[config.mk]
export PLATFORM = sky130hd
export DESIGN_NAME = battleship_top
export DESIGN_NICKNAME = d
export VERILOG_FILES = /design/src/common/battleship_pkg.sv /design/src/hw/battleship_top.sv /design/src/hw/game_ctrl.sv /design/src/hw/fleet_tracker.sv /design/src/hw/cell_walker.sv /design/src/board/board_mem.sv
export SDC_FILE = /design/constraint.sdc
export NUM_CORES = 1
export LEC_CHECK = 0
export BUFFER_PORTS_ARGS = -buffer_cell sky130_fd_sc_hd__buf_4
export CAP_MARGIN = 20
export CELL_PAD_IN_SITES_DETAIL_PLACEMENT = 0
export CELL_PAD_IN_SITES_GLOBAL_PLACEMENT = 2
export CORE_ASPECT_RATIO = 1.1
export CORE_UTILIZATION = 50
export DETAILED_ROUTE_END_ITERATION = 10
export MAX_ROUTING_LAYER = met4
export PLACE_DENSITY = 0.84
export SLEW_MARGIN = 20
export SYNTH_ARGS = -nofsm -noshare
export SYNTH_HDL_FRONTEND = slang
export SYNTH_SLANG_ARGS = --single-unit
[constraint.sdc]
create_clock -name clk -period 15.3 [get_ports clk]
set_input_delay 0.765 -clock clk [delete_from_list [all_inputs] [get_ports clk]]
set_output_delay 0.765 -clock clk [all_outputs]
set_load 0.01 [all_outputs]
[src/common/battleship_pkg.sv]
`default_nettype none

package battleship_pkg;

    // ----------------------------------------------------------------------
    // Board and fleet constants
    // ----------------------------------------------------------------------
    localparam int BOARD_ROWS  = 10;
    localparam int BOARD_COLS  = 10;
    localparam int NUM_SHIPS   = 5;
    localparam int FLEET_CELLS = 17;        // 5 + 4 + 3 + 3 + 2

    typedef logic [3:0] coord_t;            // Row or column index
    typedef logic [2:0] ship_len_t;         // Ship length, also walk step count
    typedef logic [2:0] ship_idx_t;         // Next ship to place
    typedef logic [4:0] hit_count_t;        // Hits taken by one board

    // Placement order, entry 0 goes first
    localparam ship_len_t [NUM_SHIPS-1:0] SHIP_LENGTHS = {3'd2, 3'd3, 3'd3, 3'd4, 3'd5};

    // Encoding kept from the LED board: off, blue, red, green
    typedef enum logic [1:0] {
        cell_empty = 2'b00,
        cell_miss  = 2'b01,
        cell_hit   = 2'b10,
        cell_ship  = 2'b11
    } cell_t;

    typedef enum logic [2:0] {
        rk_placed   = 3'd0,
        rk_rejected = 3'd1,
        rk_miss     = 3'd2,
        rk_hit      = 3'd3,
        rk_win      = 3'd4
    } report_kind_t;

    typedef struct packed {
        logic   player;
        logic   horizontal;                 // 1 walks along the row
        coord_t row;
        coord_t col;
    } request_t;

    typedef struct packed {
        report_kind_t kind;
        coord_t       row;
        coord_t       col;
        logic         player;               // Player who made the request
    } report_t;

endpackage

`default_nettype wire
[src/hw/battleship_top.sv]
`timescale 1ns/1ps
`default_nettype none

module battleship_top #(
    parameter int BOARD_ROWS = battleship_pkg::BOARD_ROWS,
    parameter int BOARD_COLS = battleship_pkg::BOARD_COLS
) (
    input  logic                      clk,
    input  logic                      reset,
    input  logic                      read,         // One-cycle request strobe
    input  battleship_pkg::request_t  req,
    output battleship_pkg::report_t   data_out,
    output logic                      data_ready    // One-cycle pulse per report
);
    import battleship_pkg::*;

    // Walker cursor, shared by both boards
    coord_t    cur_row, cur_col;
    logic      walk_last;
    logic      walk_start, walk_horizontal;
    coord_t    walk_row, walk_col;
    ship_len_t walk_len;

    // Board ports
    logic      we0, we1;
    cell_t     cell_wr;
    cell_t     cell_rd0, cell_rd1;

    // Fleet tracker
    ship_len_t next_len;
    logic      fleet_placed, final_hit;
    logic      place_done, hit_done, track_player;

    game_ctrl #(
        .BOARD_ROWS (BOARD_ROWS),
        .BOARD_COLS (BOARD_COLS)
    ) ctrl_i (
        .clk             (clk),
        .reset           (reset),
        .read            (read),
        .req             (req),
        .cell_rd0        (cell_rd0),
        .cell_rd1        (cell_rd1),
        .cur_row         (cur_row),
        .cur_col         (cur_col),
        .walk_last       (walk_last),
        .next_len        (next_len),
        .fleet_placed    (fleet_placed),
        .final_hit       (final_hit),
        .walk_start      (walk_start),
        .walk_row        (walk_row),
        .walk_col        (walk_col),
        .walk_horizontal (walk_horizontal),
        .walk_len        (walk_len),
        .we0             (we0),
        .we1             (we1),
        .cell_wr         (cell_wr),
        .place_done      (place_done),
        .hit_done        (hit_done),
        .track_player    (track_player),
        .data_out        (data_out),
        .data_ready      (data_ready)
    );

    cell_walker #(
        .BOARD_ROWS (BOARD_ROWS),
        .BOARD_COLS (BOARD_COLS)
    ) walker_i (
        .clk             (clk),
        .reset           (reset),
        .walk_start      (walk_start),
        .walk_row        (walk_row),
        .walk_col        (walk_col),
        .walk_horizontal (walk_horizontal),
        .walk_len        (walk_len),
        .cur_row         (cur_row),
        .cur_col         (cur_col),
        .walk_last       (walk_last)
    );

    fleet_tracker tracker_i (
        .clk          (clk),
        .reset        (reset),
        .track_player (track_player),
        .place_done   (place_done),
        .hit_done     (hit_done),
        .next_len     (next_len),
        .fleet_placed (fleet_placed),
        .final_hit    (final_hit)
    );

    // Player 0 board
    board_mem #(
        .BOARD_ROWS (BOARD_ROWS),
        .BOARD_COLS (BOARD_COLS)
    ) board0_i (
        .clk     (clk),
        .reset   (reset),
        .we      (we0),
        .row     (cur_row),
        .col     (cur_col),
        .cell_wr (cell_wr),
        .cell_rd (cell_rd0)
    );

    // Player 1 board
    board_mem #(
        .BOARD_ROWS (BOARD_ROWS),
        .BOARD_COLS (BOARD_COLS)
    ) board1_i (
        .clk     (clk),
        .reset   (reset),
        .we      (we1),
        .row     (cur_row),
        .col     (cur_col),
        .cell_wr (cell_wr),
        .cell_rd (cell_rd1)
    );

endmodule

`default_nettype wire

[src/hw/game_ctrl.sv]
`timescale 1ns/1ps
`default_nettype none

module game_ctrl #(
    parameter int BOARD_ROWS = battleship_pkg::BOARD_ROWS,
    parameter int BOARD_COLS = battleship_pkg::BOARD_COLS
) (
    input  logic                      clk,
    input  logic                      reset,
    input  logic                      read,
    input  battleship_pkg::request_t  req,
    input  battleship_pkg::cell_t     cell_rd0,
    input  battleship_pkg::cell_t     cell_rd1,
    input  battleship_pkg::coord_t    cur_row,
    input  battleship_pkg::coord_t    cur_col,
    input  logic                      walk_last,
    input  battleship_pkg::ship_len_t next_len,
    input  logic                      fleet_placed,
    input  logic                      final_hit,
    output logic                      walk_start,
    output battleship_pkg::coord_t    walk_row,
    output battleship_pkg::coord_t    walk_col,
    output logic                      walk_horizontal,
    output battleship_pkg::ship_len_t walk_len,
    output logic                      we0,
    output logic                      we1,
    output battleship_pkg::cell_t     cell_wr,
    output logic                      place_done,
    output logic                      hit_done,
    output logic                      track_player,
    output battleship_pkg::report_t   data_out,
    output logic                      data_ready
);
    import battleship_pkg::*;

    typedef enum logic [2:0] {
        st_idle,    // Wait for read
        st_check,   // Player and bounds check
        st_scan,    // First walk, look for collisions
        st_write,   // Second walk, mark the ship
        st_done,    // Tracker updated, report placement
        st_shot     // Resolve miss or hit
    } state_t;

    typedef enum logic [1:0] {ph_place, ph_shoot, ph_over} phase_t;

    state_t       state, next_state;
    phase_t       phase;
    logic         expected;         // Player whose turn it is
    request_t     req_q;            // Request under way
    logic         req_ok;
    logic         fits;
    logic         wr_en;
    cell_t        cell_rd;
    logic         rep_en;
    report_kind_t rep_kind;
    coord_t       rep_row, rep_col;

    // ----------------------------------------------------------------------
    // Board and tracker steering
    // ----------------------------------------------------------------------
    // Placement works on the player's own board, a shot on the opponent's
    assign track_player    = (phase == ph_place) ? req_q.player : ~req_q.player;
    assign cell_rd         = track_player ? cell_rd1 : cell_rd0;
    assign we0             = wr_en && !track_player;
    assign we1             = wr_en && track_player;
    assign walk_row        = req_q.row;
    assign walk_col        = req_q.col;
    assign walk_horizontal = req_q.horizontal;
    assign walk_len        = (phase == ph_place) ? next_len : ship_len_t'(1);  // Shot is one cell

    // Request checks, only here
    always_comb
    begin
        fits = 1'b0;
        case (phase)
            ph_place:
                if (req_q.horizontal)
                    fits = (int'(req_q.row) < BOARD_ROWS)
                        && (int'(req_q.col) + int'(next_len) <= BOARD_COLS);
                else
                    fits = (int'(req_q.col) < BOARD_COLS)
                        && (int'(req_q.row) + int'(next_len) <= BOARD_ROWS);
            ph_shoot:
                fits = (int'(req_q.row) < BOARD_ROWS) && (int'(req_q.col) < BOARD_COLS);
            default:
                fits = 1'b0;                // Game over, nothing is legal
        endcase
        req_ok = fits && (req_q.player == expected);
    end

    // ----------------------------------------------------------------------
    // FSM next state and strobes
    // ----------------------------------------------------------------------
    always_comb
    begin
        next_state = state;
        walk_start = 1'b0;
        wr_en      = 1'b0;
        cell_wr    = cell_empty;
        place_done = 1'b0;
        hit_done   = 1'b0;
        rep_en     = 1'b0;
        rep_kind   = rk_rejected;           // Default outcome
        rep_row    = req_q.row;
        rep_col    = req_q.col;
        case (state)
            st_idle:
                if (read)
                    next_state = st_check;
            st_check:
                if (req_ok)
                begin
                    walk_start = 1'b1;
                    next_state = (phase == ph_place) ? st_scan : st_shot;
                end
                else
                begin
                    rep_en     = 1'b1;      // Wrong player, off board or game over
                    next_state = st_idle;
                end
            st_scan:
                if (cell_rd != cell_empty)
                begin
                    rep_en     = 1'b1;      // Overlap, give up at once
                    next_state = st_idle;
                end
                else if (walk_last)
                begin
                    walk_start = 1'b1;      // All clear, walk again to write
                    next_state = st_write;
                end
            st_write:
            begin
                wr_en   = 1'b1;
                cell_wr = cell_ship;
                if (walk_last)
                begin
                    place_done = 1'b1;
                    next_state = st_done;
                end
            end
            st_done:
            begin
                rep_en     = 1'b1;
                rep_kind   = rk_placed;
                next_state = st_idle;
            end
            st_shot:
            begin
                rep_en     = 1'b1;
                rep_row    = cur_row;       // Same cell as the request
                rep_col    = cur_col;
                next_state = st_idle;
                if (cell_rd == cell_empty)
                begin
                    wr_en    = 1'b1;
                    cell_wr  = cell_miss;
                    rep_kind = rk_miss;
                end
                else if (cell_rd == cell_ship)
                begin
                    wr_en    = 1'b1;
                    cell_wr  = cell_hit;
                    hit_done = 1'b1;
                    rep_kind = final_hit ? rk_win : rk_hit;
                end
                // Miss or hit cell already, repeat shot stays rejected
            end
            default:
                next_state = st_idle;
        endcase
    end

    // Request is taken only while idle
    always_ff @(posedge clk)
    begin
        if (state == st_idle && read)
            req_q <= req;
    end

    always_ff @(posedge clk)
    begin
        if (reset)
        begin
            state      <= st_idle;
            phase      <= ph_place;
            expected   <= 1'b0;             // Player 0 places first
            data_out   <= '0;
            data_ready <= 1'b0;
        end
        else
        begin
            state      <= next_state;
            data_ready <= rep_en;
            if (rep_en)
                data_out <= '{kind: rep_kind, row: rep_row, col: rep_col, player: req_q.player};
            // Fleet complete, hand over to player 1 or start shooting
            if (state == st_done && fleet_placed)
            begin
                if (req_q.player)
                begin
                    phase    <= ph_shoot;
                    expected <= 1'b0;       // Player 0 shoots first
                end
                else
                    expected <= 1'b1;
            end
            // Turn passes on every miss or hit
            if (state == st_shot && wr_en)
            begin
                expected <= ~expected;
                if (hit_done && final_hit)
                    phase <= ph_over;
            end
        end
    end

endmodule

`default_nettype wire

[src/hw/fleet_tracker.sv]
`timescale 1ns/1ps
`default_nettype none

module fleet_tracker (
    input  logic                      clk,
    input  logic                      reset,
    input  logic                      track_player,   // Placing player or target board
    input  logic                      place_done,
    input  logic                      hit_done,
    output battleship_pkg::ship_len_t next_len,
    output logic                      fleet_placed,
    output logic                      final_hit
);
    import battleship_pkg::*;

    ship_idx_t  ship_idx [2];   // Next ship per player
    hit_count_t hit_cnt  [2];   // Hits taken per board
    ship_idx_t  cur_idx;

    assign cur_idx      = ship_idx[track_player];
    assign fleet_placed = (cur_idx == ship_idx_t'(NUM_SHIPS));
    assign next_len     = fleet_placed ? '0 : SHIP_LENGTHS[cur_idx];
    // Next hit on this board sinks the last ship cell
    assign final_hit    = (hit_cnt[track_player] == hit_count_t'(FLEET_CELLS - 1));

    always_ff @(posedge clk)
    begin
        if (reset)
        begin
            ship_idx <= '{default: '0};
            hit_cnt  <= '{default: '0};
        end
        else
        begin
            if (place_done && !fleet_placed)
                ship_idx[track_player] <= cur_idx + 1'b1;
            if (hit_done)
                hit_cnt[track_player] <= hit_cnt[track_player] + 1'b1;
        end
    end

endmodule

`default_nettype wire

[src/hw/cell_walker.sv]
`timescale 1ns/1ps
`default_nettype none

module cell_walker #(
    parameter int BOARD_ROWS = battleship_pkg::BOARD_ROWS,
    parameter int BOARD_COLS = battleship_pkg::BOARD_COLS
) (
    input  logic                      clk,
    input  logic                      reset,
    input  logic                      walk_start,
    input  battleship_pkg::coord_t    walk_row,
    input  battleship_pkg::coord_t    walk_col,
    input  logic                      walk_horizontal,
    input  battleship_pkg::ship_len_t walk_len,
    output battleship_pkg::coord_t    cur_row,
    output battleship_pkg::coord_t    cur_col,
    output logic                      walk_last
);
    import battleship_pkg::*;

    ship_len_t remain;      // Cells left after the current one
    logic      active;
    logic      horiz;       // Direction of the walk under way

    assign walk_last = active && (remain == '0);

    always_ff @(posedge clk)
    begin
        if (reset)
        begin
            active  <= 1'b0;
            horiz   <= 1'b0;
            remain  <= '0;
            cur_row <= '0;
            cur_col <= '0;
        end
        else if (walk_start)
        begin
            // Origin shows up the cycle after the start pulse
            active  <= 1'b1;
            horiz   <= walk_horizontal;
            remain  <= walk_len - 1'b1;
            cur_row <= walk_row;
            cur_col <= walk_col;
        end
        else if (walk_last)
            active <= 1'b0;
        else if (active)
        begin
            remain <= remain - 1'b1;
            // Stop at the edge, the cursor never leaves the board
            if (horiz)
            begin
                if (int'(cur_col) < BOARD_COLS - 1)
                    cur_col <= cur_col + 1'b1;
            end
            else if (int'(cur_row) < BOARD_ROWS - 1)
                cur_row <= cur_row + 1'b1;
        end
    end

endmodule

`default_nettype wire

[src/board/board_mem.sv]
`timescale 1ns/1ps
`default_nettype none

module board_mem #(
    parameter int BOARD_ROWS = battleship_pkg::BOARD_ROWS,
    parameter int BOARD_COLS = battleship_pkg::BOARD_COLS
) (
    input  logic                   clk,
    input  logic                   reset,
    input  logic                   we,
    input  battleship_pkg::coord_t row,
    input  battleship_pkg::coord_t col,
    input  battleship_pkg::cell_t  cell_wr,
    output battleship_pkg::cell_t  cell_rd
);
    import battleship_pkg::*;

    cell_t grid [BOARD_ROWS][BOARD_COLS];  // One cell state per square
    logic  on_grid;

    // Cursor can sit past the edge while idle, keep it off the array
    assign on_grid = (int'(row) < BOARD_ROWS) && (int'(col) < BOARD_COLS);

    always_ff @(posedge clk)
    begin
        if (reset)
        begin
            for (int r = 0; r < BOARD_ROWS; r++)
            begin
                for (int c = 0; c < BOARD_COLS; c++)
                begin
                    grid[r][c] <= cell_empty;  // New game, empty sea
                end
            end
        end
        else if (we && on_grid)
        begin
            grid[row][col] <= cell_wr;
        end
    end

    // Read is combinational so the controller sees the cell the walker points at
    assign cell_rd = on_grid ? grid[row][col] : cell_empty;

endmodule

`default_nettype wire

After elaboration in Yosys (flattened, before gate mapping)
Memories as Yosys holds them, arrays and structs flattened. A register that Yosys moved wholly into a read port is not among the register bits.
Cells that the tools add are included.

word-level totals
  word-level logic and storage cells = 199
  bits in read-only memories = 24
  output and inout bits = 13
  bits in writable memories = 400
  bits of input ports = 13
  register bits after elaboration = 58
  memories kept = 3

cells by class
  add/subtract/negate cells = 8
  reductions and logical operators = 37
  mux-type cells = 98
  order comparisons = 13
  equality and inequality tests = 15
  bitwise operators = 4

memory list
  memory           depth  bits a word  rd ports  clocked after Yosys merged registers in  write ports  line                 text
  board0_i.grid    10     20           1         1                                        10           board_mem.sv:18      cell_t grid [BOARD_ROWS][BOARD_COLS];
  board1_i.grid    10     20           1         1                                        10           board_mem.sv:18
  (no name shown)  8      3            1         0                                        0            fleet_tracker.sv:22  assign next_len = fleet_placed ? '0 : SHIP_LENGTHS[cur_idx];

operators by type and width
  kind                                                             count
  2-to-1 mux 20 bit                                                6
  2-to-1 mux 4 bit                                                 18
  less-or-equal comparator 32 x 5 -> 1 bit, second input constant  2
  2-to-1 mux 3 bit                                                 19
  OR reduction 20 bit                                              2
  2-to-1 mux 2 bit                                                 14
  < comparator 4 bit, second input constant                        6
  2-to-1 mux 1 bit                                                 23
  2-to-1 mux 5 bit                                                 4
  logical AND 1 bit                                                17
  binary-select mux 2 bit (select 4 bit)                           2
  nonzero test 2 bit                                               7
  one-hot mux 3 bit (4 select lines)                               1
  adder 4 x 3 -> 5 bit                                             2
  bitwise mux 10 bit                                               1
  equality test 3 bit, second input constant                       3
  adder 4 x 1 -> 4 bit, second input constant                      2
  demux 2 bit (select 4 bit)                                       1
  AND reduction 4 bit                                              2
  bitwise mux 6 bit                                                1
  equality test 3 x 2 -> 1 bit, second input constant              2
  zero test 3 bit                                                  2
  != test 2 bit, second input constant                             3
  one-hot mux 1 bit (2 select lines)                               3
  28 further kinds                                                 32

Logic depth before layout (Yosys ltp)
Gate-level depths: netlist (run 1).

  word-level depth = 21
  depth in mapped cells = 23
  depth with buffers taken out = 21

Cells and area by module
Synthesis (run 1) repeated with hierarchy kept, for this count alone.

unflattened totals
  cell total of the unflattened synthesis = 2386
  area total of the unflattened synthesis = 32592.5 um^2

modules (own cells, without submodules)
  module                area an instance (um^2)  cells each  seq. area each (um^2)  instances
  board_mem (board1_i)  14610.3                  1018        9609.2                 1
  board_mem (board0_i)  14442.6                  988         9609.2                 1
  game_ctrl             1898.1                   193         680.7                  1
  fleet_tracker         853.3                    97          320.3                  1
  cell_walker           788.3                    90          260.2                  1

Least setup slack after synthesis (run 1)
Ideal clock, no wire load.

  path kind = register -> register
  from = register (tool-made name)
  to = memory board0_i.grid[0][0] (netlist bit) (data pin)
  clock period less this slack = 6270 ps
  setup time = 141 ps
  setup slack = 9030 ps
  required time = 15159 ps
  cell stages (with the launch flop) = 19
  path buffers = 5
  arrival time = 6128 ps
  path through = dfxtp_1 -> clkbuf_1 -> buf_1 -> buf_2 -> mux4_2 -> mux4_2 -> mux4_2 -> a22oi_1 -> o21ai_0 -> nor2_1 -> nor3_1 -> inv_1 -> ha_1 -> a21oi_1 -> nor2b_1 -> buf_1 -> nand3_1 -> clkbuf_1 -> nor2_1

RTL lines
  item       line
  to (decl)  board_mem.sv:18

==> impl_results.md, run 1 <==
- I/O Pins: 26
- Final setup viols: 0
- Area Overhead vs Synth: 11.5%
- Design Power: between 4 and 5 mW
- Root Buffer: clkbuf_16
- CTS Buf Count: 73
- Remaining DRCs: 0
- Routability cong.: 0.804
- Via count: around 19000
- Post-synth top area share: 0.619
- Vert. Die Dim: 265 um
- Overall Global Routing Usage: 0.277
- Post-Synthesis Cells: 2189
- Die Wd: roughly 240 um
- Area leader, netlist: edfxtp_1
- First drt pass iteration count: 5
- Worst path arrival time: approximately 8.9 ns
- Post-synth EDFFs: 650
- Hold_buf cts: 0
- Post-synth ARST share: 0
- Crit start category: flop
- Setup TNS: 0 ns
- Hold Fails Final Rpt: 0
- Post-DP Area: roughly 33000 um^2
- DRT antenna net count: 0
- CTS tree: done
- Synth cell types: 73
- Sequence of cells on the critical path: buf_4 -> buf_4 -> mux4_2 -> mux4_2 -> mux4_2 -> mux2i_1 -> o221a_2 -> nor3_1 -> ha_1 -> nor2_1 -> nor2_1 -> nor4b_2 -> nand2_1 -> nor3_1 -> nand2_1 -> o21ai_0
- Worst slew margin: 0.251
- Outcome: finished, final reports clean
- Pins over their slew limit: 0
- Die footprint: between 60000 and 70000 um^2
- H-tree lvl count: 3
- Critical Path Most Common Cell: mux4_2
- Vias in the first global route: 18993
- CP max stage delay: 0.96 ns
- Num rows: 96
- Total Routed Length: roughly 83000 um
- Power Dens Cells: ~120 nW/um^2
- Slowest CP cell: dfxtp_4
- Clock skew: 0.0217 ns
- Mapped Area: ~32000 um^2
- Max Fclk: around 0.12 GHz
- Most frequent cells in the layout: 650 x edfxtp_1, 488 x nor2_1, 222 x o21ai_0, 208 x mux4_2, 160 x conb_1
- RSZ-0062 raised after global routing: no
- Post-route minimum period: 8.63 ns
- HPWL Detailed: ~47000 um
- Critical path class: reg -> reg
- Drt via density: 6.04
- LEAKAGE: 11.5 nW
- Share of cells above drive strength 1: 0.184
- Core area: between 60000 and 70000 um^2
- Max VDD drop: 0.0896 mV
- Number of buffers added on ports: 25
- Post-CTS sizing: 0
- Clock Path Buffers: 3
- Synth area leaders: edfxtp_1 62%, mux4_2 15%, nor2_1 5.8%
- Worst-path clk slew: 0.06 ns
- Commonest non-fill, non-tap cell in the layout: edfxtp_1
- Post-synthesis area per instance: roughly 14 um^2
- Min-delay src: req[1]
- Initial Utilization: 0.506
- Most used DFF post-synth: edfxtp_1
- Diodes inserted: 0
- GR Overflow Total: 0
- Seq/Total Area, Yosys: 0.652
- Initial antenna violation count: 0
- Fin nets: 2283
- Worst Path Required: 15.57 ns
- Period utilization: 0.564
- CP endpoint kind: flop
- Crit-path max FO: 44
- Worst hold path class: in -> reg
- Iteration-0 DRC count of the detailed router: approximately 2100
- Flops & latches, synth: 702
- Worst-margin pin slew: 1.12 ns
- Fin area: 35200 um^2
- Wirelength per Cell: 26.5 um
- Clock Latency Late Sink: 0.62 ns
- Max_cap viols: 0
- Total setup buffers inserted after CTS: 0
- Sink Count: 702
- YS warnings: 0
- Fill count: 4968
- Largest net degree at the start of global routing: 111
- First-pass GRT wire length: 123000 um
power by group:
part | total, mW | internal (mW) | switching [mW]
combinational | 0.278 | 0.120 | 0.158
sequential | 2.18 | 2.15 | 0.0345
clock | 1.73 | 0.997 | 0.732
total | 4.19 | 3.27 | 0.925
cell type report:
type                    instances  area (um^2)  share of cell area
flip-flops and latches        702        20600               0.585
multi-input cells            1395        10700               0.304
clock buffers                  98         2030              0.0577
well taps                     833         1040              0.0297
repair buffers                 54          449              0.0128
clock inverters                33          269             0.00765
inverters                      24         95.1             0.00271
cells in the mapped netlist (all sizes together), types with 8 or more instances:
library cell  count
xnor2            13
nor2b             8
xor2              8
inv              22
dfxtp            52
a211oi           29
nor2            490
nand3            30
nor3             13
or3               9
mux4            208
nand2            64
clkbuf          198
ha               20
mux2i            20
a21oi            19
o21ai           224
buf              29
o211a            10
edfxtp          650
per-stage QoR:
| stage | hold slack [ns] | setup slack (ns) | utilization | cells |
|---|---|---|---|---|
| final | 0.331 | 6.67 | 0.564 | 3139 |
| after global routing | 0.323 | 6.08 | 0.564 | 3139 |
| after CTS | 0.307 | 6.57 | 0.563 | 3137 |
| after detailed placement | 0.448 | 6.57 | 0.526 | 3006 |
| after global placement | 0.441 | 6.21 | 0.526 | 3004 |
| after floorplan | 0.436 | 9.03 | - | 2348 |
final timing paths:
path                                                            to  slack [ns]  cells past startpoint
worst max-delay path            board0_i.grid[4][13]$_SDFFCE_PN0P_        6.67                     16
worst max register to register  board0_i.grid[4][13]$_SDFFCE_PN0P_        6.67                     16
worst min-delay path                  ctrl_i.walk_col[1]$_DFFE_PP_        0.33                      1
worst min register to register   tracker_i.hit_cnt[4]$_SDFFE_PP0P_        0.45                      2
flip-flops by register name, summed over array words and instances, names as in the netlist, named ones only:
| register | count |
|---|---|
| ctrl_i.data_ready | 1 |
| walker_i.active | 1 |
| tracker_i.hit_cnt | 10 |
| tracker_i.ship_idx | 6 |
| ctrl_i.walk_horizontal | 1 |
| ctrl_i.state | 3 |
| ctrl_i.walk_row | 4 |
| walker_i.cur_col | 4 |
| board0_i.grid | 320 |
| board1_i.grid | 320 |
| walker_i.horiz | 1 |
| ctrl_i.walk_col | 4 |
| ctrl_i.phase | 2 |
| ctrl_i.req_q | 1 |
| ctrl_i.data_out | 12 |
| walker_i.cur_row | 4 |
| ctrl_i.expected | 1 |
| walker_i.remain | 3 |
kinds of logic after synthesis:
group / synth area share
AO/OA/AOI/OAI: 0.0615
XOR/XNOR: 0.00607
adder cells (fa/ha/maj): 0.00794
buffers and inverters: 0.0318
flip-flops: 0.652
multiplexers: 0.157
other: 0.000119
AND/OR/NAND/NOR: 0.0836
worst max-delay path: cells and delay by family (launching register included):
kind	cells	cell delay [ns]
buffers and inverters	2	1.48
AO/OA/AOI/OAI	2	0.82
AND/OR/NAND/NOR	7	2.59
adder cells (fa/ha/maj)	1	0.38
flip-flops	1	0.96
multiplexers	4	1.97
layer usage:
metal	vias to the layer above	wire length [um]	track usage
met5	-	0	-
met4	0	3280	0.112
met3	185	6900	0.0424
met2	859	41500	0.443
met1	9691	31400	0.355
li1	8233	-	-
Power figures use the tool's default switching activity.
==> run 2: changes to the inputs <==
--- a/config.mk
+++ b/config.mk
@@ -10,10 +10,10 @@
 export CELL_PAD_IN_SITES_DETAIL_PLACEMENT = 0
 export CELL_PAD_IN_SITES_GLOBAL_PLACEMENT = 2
 export CORE_ASPECT_RATIO = 1.1
-export CORE_UTILIZATION = 50
+export CORE_UTILIZATION = 42
 export DETAILED_ROUTE_END_ITERATION = 10
 export MAX_ROUTING_LAYER = met4
-export PLACE_DENSITY = 0.84
+export PLACE_DENSITY = 0.75
 export SLEW_MARGIN = 20
 export SYNTH_ARGS = -nofsm -noshare
 export SYNTH_HDL_FRONTEND = slang
==> constraint.sdc (replaced) <==
create_clock -name clk -period 7.58 [get_ports clk]
set_input_delay 0.379 -clock clk [delete_from_list [all_inputs] [get_ports clk]]
set_output_delay 0.379 -clock clk [all_outputs]
set_load 0.01 [all_outputs]
==> run 2 against run 1 <==
Compared with the run above:
- cell count is 6.1% higher
- power up 100%
- first-iteration DRC count down 0.34%
- routed wire length rose by 6.4%
- die area rose by 19%
- flip-flop and latch count is the same
- cell area up 1.7%
- via count rose by 2.0%
- utilization fell by 8.4 points
- global-route usage shrank 3.3 points
- worst setup slack lost 5.6 ns
- critical path depth did not move
==> impl_results.md, run 2 (synthesis results as in run 1) <==
- Worst slew margin: 0.251 (about the same)
- Outcome: finished, final reports clean
- Fin nets: 2338 (+2.4%)
- Share of cells above drive strength 1: 0.195 (+0.0110)
- Max_cap viols: 0 (unchanged)
- Root Buffer: clkbuf_16
- Largest registers: board0_i.grid: 320 flops, board1_i.grid: 320 flops, ctrl_i.data_out: 12 flops
- Num rows: 105 (+9.4%)
- Core area: 74500 um^2 (+19%)
- Worst-path clk slew: 0.06 ns (about the same)
- LEAKAGE: 11.7 nW (+2.2%)
- M3 GR Usage: 0.0361 (-0.00632)
- Total Routed Length: 88400 um (+6.4%)
- Design Power: 8.49 mW (+100%)
- Vias in the first global route: 19423 (+2.3%)
- Wirelength per Cell: 26.6 um (+0.36%)
- GR Overflow Total: 0 (unchanged)
- Iteration-0 DRC count of the detailed router: 2072 (-0.34%)
- Clock skew: 0.0187 ns (-0.00306 ns)
- First-pass GRT wire length: 130000 um (+6.0%)
- Routability cong.: 0.826 (+2.7%)
- Die footprint: 76200 um^2 (+19%)
- Initial antenna violation count: 1 (+1)
- Number of buffers added on ports: 25 (unchanged)
- Setup TNS: 0 ns (unchanged)
- CTS tree: done
- Clock Latency Late Sink: 0.63 ns (about the same)
- Crit start category: flop
- Hold Fails Final Rpt: 0 (unchanged)
- Post-CTS sizing: 0 (unchanged)
- Drt via density: 5.81 (-3.9%)
- RSZ-0062 raised after global routing: no
- Via count: 19340 (+2.0%)
- Worst Path Required: 7.86 ns (-7.71 ns)
- Clock Path Buffers: 3 (unchanged)
- Total setup buffers inserted after CTS: 0 (unchanged)
- Most frequent cells in the layout: 650 x edfxtp_1, 488 x nor2_1, 222 x o21ai_0, 208 x mux4_2, 160 x conb_1
- Worst hold path class: in -> reg
- H-tree lvl count: 3 (unchanged)
- Fill count: 6454 (+30%)
- CP endpoint kind: flop
- Crit-path max FO: 38 (-14%)
- Area Overhead vs Synth: 13.4%
- Critical path class: reg -> reg
- First drt pass iteration count: 7 (+2)
- Pins over their slew limit: 0 (unchanged)
- Commonest non-fill, non-tap cell in the layout: edfxtp_1
- GR met1 Demand/Resource: 0.306 (-0.0488)
- Top Usage Layer GRT: met2
- Max Fclk: 0.153 GHz (+32%)
- Sequence of cells on the critical path: buf_12 -> mux4_2 -> mux4_2 -> mux4_2 -> mux2i_1 -> o221a_2 -> nor3_1 -> ha_1 -> nor2_1 -> nor2_1 -> nor4b_1 -> buf_4 -> nand2_1 -> nor2_1 -> nand2_1 -> o21ai_0
- Sink Count: 702 (unchanged)
- Worst-margin pin slew: 1.12 ns (-0.00266 ns)
- HPWL Detailed: 52600 um (+12%)
- Remaining DRCs: 0 (unchanged)
- Initial Utilization: 0.423 (-0.0825)
- Power Dens Cells: 237 nW/um^2 (+99%)
- Largest net degree at the start of global routing: 91 (-18%)
- DRT antenna net count: 0 (unchanged)
- Worst path arrival time: 6.82 ns (-2.08 ns)
- CTS Buf Count: 75 (+2.7%)
- Hold slack: 0.225 ns (-0.106 ns)
- Post-route minimum period: 6.54 ns (-2.09 ns)
- I/O Pins: 26 (unchanged)
- CP max stage delay: 0.77 ns (-0.19 ns)
- Vert. Die Dim: 289 um (+9.0%)
- Final setup viols: 0 (unchanged)
- GRT met2 Usage: 0.403 (-0.0398)
- Die Wd: 263 um (+9.0%)
- Period utilization: 0.863 (+0.299)
- Max VDD drop: 0.142 mV (+59%)
- Overall Global Routing Usage: 0.244 (-0.0327)
- Slowest CP cell: dfxtp_4
-- run 2: cell count changes in the layout (fill, tap and decap cells not counted), moves of 3 or more --
cell           before  now
buf_12              1    8
buf_4              49   88
buf_6               3    0
clkbuf_16          78   75
clkinv_2            9   14
dlygate4sd3_1       0   11
nand3_1            10   21
nand3_2            20    9
-- run 2: cell type report --
type	instances	area, um^2	area share
Timing Repair Buffer	107	931	0.0260
Multi-Input combinational cell	1395	10600	0.298
Tap cell	963	1200	0.0337
Sequential cell	702	20600	0.575
Antenna cell	1	2.50	0.0000700
Clock inverter	39	337	0.00941
Inverter	24	92.6	0.00259
Clock buffer	98	1970	0.0552
-- run 2: repair_timing --
action                                 4_1_cts  5_1_grt
endpoints found under the hold margin       11        0
hold buffers                                11        0
setup endpoints to repair                    0        0
-- run 2: final timing paths --
check                                         start                           endpoint  slack, ns  depth (start not counted)
setup / recovery                               flop  board0_i.grid[2][7]$_SDFFCE_PN0P_       1.04                         16
hold / removal                                reset  tracker_i.hit_cnt[5]$_SDFFE_PP0P_       0.22                          2
setup reg to reg                               flop  board0_i.grid[2][7]$_SDFFCE_PN0P_       1.04                         16
hold reg to reg   tracker_i.hit_cnt[1]$_SDFFE_PP0P_  tracker_i.hit_cnt[1]$_SDFFE_PP0P_       0.46                          2
-- run 2: routing by layer --
layer,vias up,wire length (um),part of all wire
li1,8333,-,-
met1,10040,34900,0.40
met2,786,44200,0.50
met3,181,6350,0.072
met4,0,2950,0.033
met5,-,0,0
-- run 2: worst max-delay path: cells and delay by family (launching register included) --
family	cells	cell delay (ns)
mux	4	1.99
flops	1	0.77
fa+ha+maj	1	0.32
buf+inv	2	0.58
simple gates	7	1.66
compound gates	2	0.81
-- run 2: where the power goes --
part | total (mW) | switching [mW] | internal (mW)
registers | 4.41 | 0.0738 | 4.34
logic | 0.567 | 0.317 | 0.250
clock network | 3.51 | 1.55 | 1.96
-- run 2: stage by stage --
step / util / area, um^2 / worst slack (ns) / cells
after floorplan: - / 32100 / 1.31 / 2348
after global placement: 0.447 / 33300 / 1.15 / 3179
after detailed placement: 0.447 / 33300 / 1.06 / 3180
after CTS: 0.480 / 35800 / 1.04 / 3328
after global routing: 0.480 / 35800 / 0.668 / 3329
final: 0.480 / 35800 / 1.04 / 3329
==> run 3: changes to the inputs <==
--- a/config.mk
+++ b/config.mk
@@ -10,10 +10,10 @@
 export CELL_PAD_IN_SITES_DETAIL_PLACEMENT = 0
 export CELL_PAD_IN_SITES_GLOBAL_PLACEMENT = 2
 export CORE_ASPECT_RATIO = 1.1
-export CORE_UTILIZATION = 42
+export CORE_UTILIZATION = 50
 export DETAILED_ROUTE_END_ITERATION = 10
 export MAX_ROUTING_LAYER = met4
-export PLACE_DENSITY = 0.75
+export PLACE_DENSITY = 0.84
 export SLEW_MARGIN = 20
 export SYNTH_ARGS = -nofsm -noshare
 export SYNTH_HDL_FRONTEND = slang
==> constraint.sdc (replaced) <==
create_clock -name clk -period 7.75 [get_ports clk]
set_input_delay 0.3875 -clock clk [delete_from_list [all_inputs] [get_ports clk]]
set_output_delay 0.3875 -clock clk [all_outputs]
set_load 0.01 [all_outputs]
==> run 3 against run 2 <==
Compared with the run above:
- cell count down 4.1%
- sequential share of layout area increased by 0.16 points
- global-route usage is 3.9 points higher
- via count up 0.65%
- cell area shrank 0.28%
- sequential power down 2%
- combinational power is 1% lower
- critical path type unchanged
==> impl_results.md, run 3 (synthesis results as in run 1) <==
- I/O Pins: 26 (unchanged)
- CTS tree: done
- Final setup viols: 0 (unchanged)
- Num rows: 96 (-8.6%)
- Sw Ratio: 0.220 (-0.00925)
- Vias in the first global route: 19330 (-0.48%)
- Reg power frac: 0.514 (-0.006)
- Hold slack: 0.0652 ns (-0.160 ns)
- Logic pwr share: 0.067 (about the same)
- RSZ-0062 raised after global routing: no
- Most frequent cells in the layout: 650 x edfxtp_1, 488 x nor2_1, 222 x o21ai_0, 208 x mux4_2, 160 x conb_1
- DRT antenna net count: 0 (unchanged)
- Share of cells above drive strength 1: 0.202 (+0.00635)
- Vert. Die Dim: 265 um (-8.3%)
- Routability cong.: 0.838 (+1.4%)
- Crit-path max FO: 60 (+58%)
- Worst hold path class: in -> reg
- Sink Count: 702 (unchanged)
- Die footprint: 64100 um^2 (-16%)
- Drt via density: 6.10 (+4.9%)
- CP endpoint kind: flop
- Wirelength per Cell: 26.7 um (+0.57%)
- Fin nets: 2336 (-0.086%)
- HPWL Detailed: 48600 um (-7.5%)
- Max VDD drop: 0.159 mV (+12%)
- Power Dens Cells: 235 nW/um^2 (-1.1%)
- Worst Path Required: 8.02 ns (+0.16 ns)
- Setup TNS: 0 ns (unchanged)
- Critical path class: reg -> reg
- Fin area: 35700 um^2 (-0.28%)
- Worst-margin pin slew: 1.08 ns (-0.0386 ns)
- Core area: 62300 um^2 (-16%)
- Commonest non-fill, non-tap cell in the layout: edfxtp_1
- CTS Buf Count: 75 (unchanged)
- Initial Utilization: 0.506 (+0.0825)
- Area Overhead vs Synth: 13.1%
- Hold Fails Final Rpt: 0 (unchanged)
- Fill count: 4967 (-23%)
- Overall Global Routing Usage: 0.283 (+0.0390)
- Clock skew: 0.0170 ns (-0.00166 ns)
- Via count: 19465 (+0.65%)
- Max Fclk: 0.152 GHz (-0.51%)
- First drt pass iteration count: 6 (-1)
- P_sw: 1.84 mW (-5.4%)
- Total Routed Length: 85300 um (-3.5%)
- H-tree lvl count: 3 (unchanged)
- First-pass GRT wire length: 125000 um (-4.3%)
- Number of buffers added on ports: 25 (unchanged)
- Iteration-0 DRC count of the detailed router: 2062 (-0.48%)
- Clock Latency Late Sink: 0.62 ns (about the same)
- Diodes inserted: 0 (-1)
- Post-CTS sizing: 0 (unchanged)
- Root Buffer: clkbuf_16
- Clock Path Buffers: 3 (unchanged)
- Period utilization: 0.848 (-0.0146)
- Worst-path clk slew: 0.06 ns (about the same)
- Remaining DRCs: 0 (unchanged)
- Power Internal: 6.53 mW (-0.23%)
- Total setup buffers inserted after CTS: 0 (unchanged)
- Worst slew margin: 0.272 (+0.0208)
- Hold_buf cts: 10 (-1)
- LEAKAGE: 11.7 nW (+0.26%)
- GR Overflow Total: 0 (unchanged)
- Largest registers: board0_i.grid: 320 flops, board1_i.grid: 320 flops, ctrl_i.data_out: 12 flops
- Pins over their slew limit: 0 (unchanged)
- Crit start category: flop
- Initial antenna violation count: 0 (-1)
- Post-DP Area: 33200 um^2 (-0.47%)
- Post-route minimum period: 6.58 ns (+0.0332 ns)
- Largest net degree at the start of global routing: 93 (+2.2%)
- Max_cap viols: 0 (unchanged)
- Clock Power Share: 0.419 (+0.006)
- Die Wd: 241 um (-8.3%)
- Worst path arrival time: 6.85 ns (+0.03 ns)
- Outcome: finished, final reports clean
run 3: changes by cell type in the layout (fill, tap and decap cells not counted), moves of 2 or more:
| cell | change |
|---|---|
| clkinv_1 | -2 |
| clkbuf_8 | +2 |
| nand3_1 | -11 |
| clkbuf_2 | +2 |
| buf_12 | -3 |
| clkbuf_16 | +5 |
| clkbuf_1 | -6 |
| nand3_2 | +11 |
| buf_4 | +2 |
| clkinv_8 | -3 |
run 3: cell type report:
type                    count  area, um^2  share of cell area
flip-flops and latches    702       20600               0.577
multi-input cells        1395       10700               0.300
clock buffers             101        2110              0.0593
well taps                 833        1040              0.0292
repair buffers            105         876              0.0246
clock inverters            33         264             0.00740
inverters                  24        92.6             0.00260
run 3: metrics by stage:
| step | instances | power (mW) | setup WS (ns) | utilization |
|---|---|---|---|---|
| after floorplan | 2348 | 4.74 | 1.48 | - |
| after global placement | 3049 | 4.92 | 1.30 | 0.532 |
| after detailed placement | 3049 | 4.93 | 1.27 | 0.532 |
| after CTS | 3193 | 8.41 | 1.23 | 0.572 |
| after global routing | 3193 | 8.60 | 0.935 | 0.572 |
| final | 3193 | 8.37 | 1.17 | 0.572 |
run 3: worst paths after layout:
kind | cells after the start | end | from | slack, ns
worst max-delay path | 18 | board0_i.grid[8][12]$_SDFFCE_PN0P_ | flop | 1.17
worst min-delay path | 2 | ctrl_i.state[1]$_SDFFE_PP0P_ | read | 0.07
worst max register to register | 18 | board0_i.grid[8][12]$_SDFFCE_PN0P_ | flop | 1.17
worst min register to register | 2 | tracker_i.hit_cnt[3]$_SDFFE_PP0P_ | tracker_i.hit_cnt[3]$_SDFFE_PP0P_ | 0.46
run 3: per-layer routing:
metal | vias up | GRT usage | part of all wire | wire length, um
met1 | 10017 | 0.360 | 0.37 | 31600
met2 | 955 | 0.454 | 0.50 | 42300
met5 | - | - | 0 | 0
met4 | 0 | 0.117 | 0.043 | 3650
met3 | 193 | 0.0444 | 0.090 | 7700
li1 | 8300 | - | - | -
run 3: worst max-delay path, stage by stage, from the launching register on:
cell and delay [ns]:
dfxtp_4 0.56, buf_12 0.46, mux4_2 0.58, mux4_2 0.51
mux4_2 0.54, a22oi_1 0.20, o21ai_0 0.20, nor2_1 0.17
nor3_1 0.08, ha_1 0.34, nor2_1 0.15, nor2_1 0.06
nor4b_1 0.61, buf_4 0.26, nand2_1 0.07, nor3_1 0.53
nand2_1 0.18, buf_4 0.27, o21ai_0 0.33
run 3: power by group through the flow:
| stage | clock network (mW) | logic, mW | registers (mW) |
|---|---|---|---|
| final | 3.50 | 0.559 | 4.30 |
| after global routing | 3.68 | 0.597 | 4.31 |
| after CTS | 3.55 | 0.556 | 4.30 |
| after detailed placement | 0 | 0.550 | 4.38 |
| after global placement | 0 | 0.543 | 4.38 |
| after floorplan | 0 | 0.396 | 4.35 |
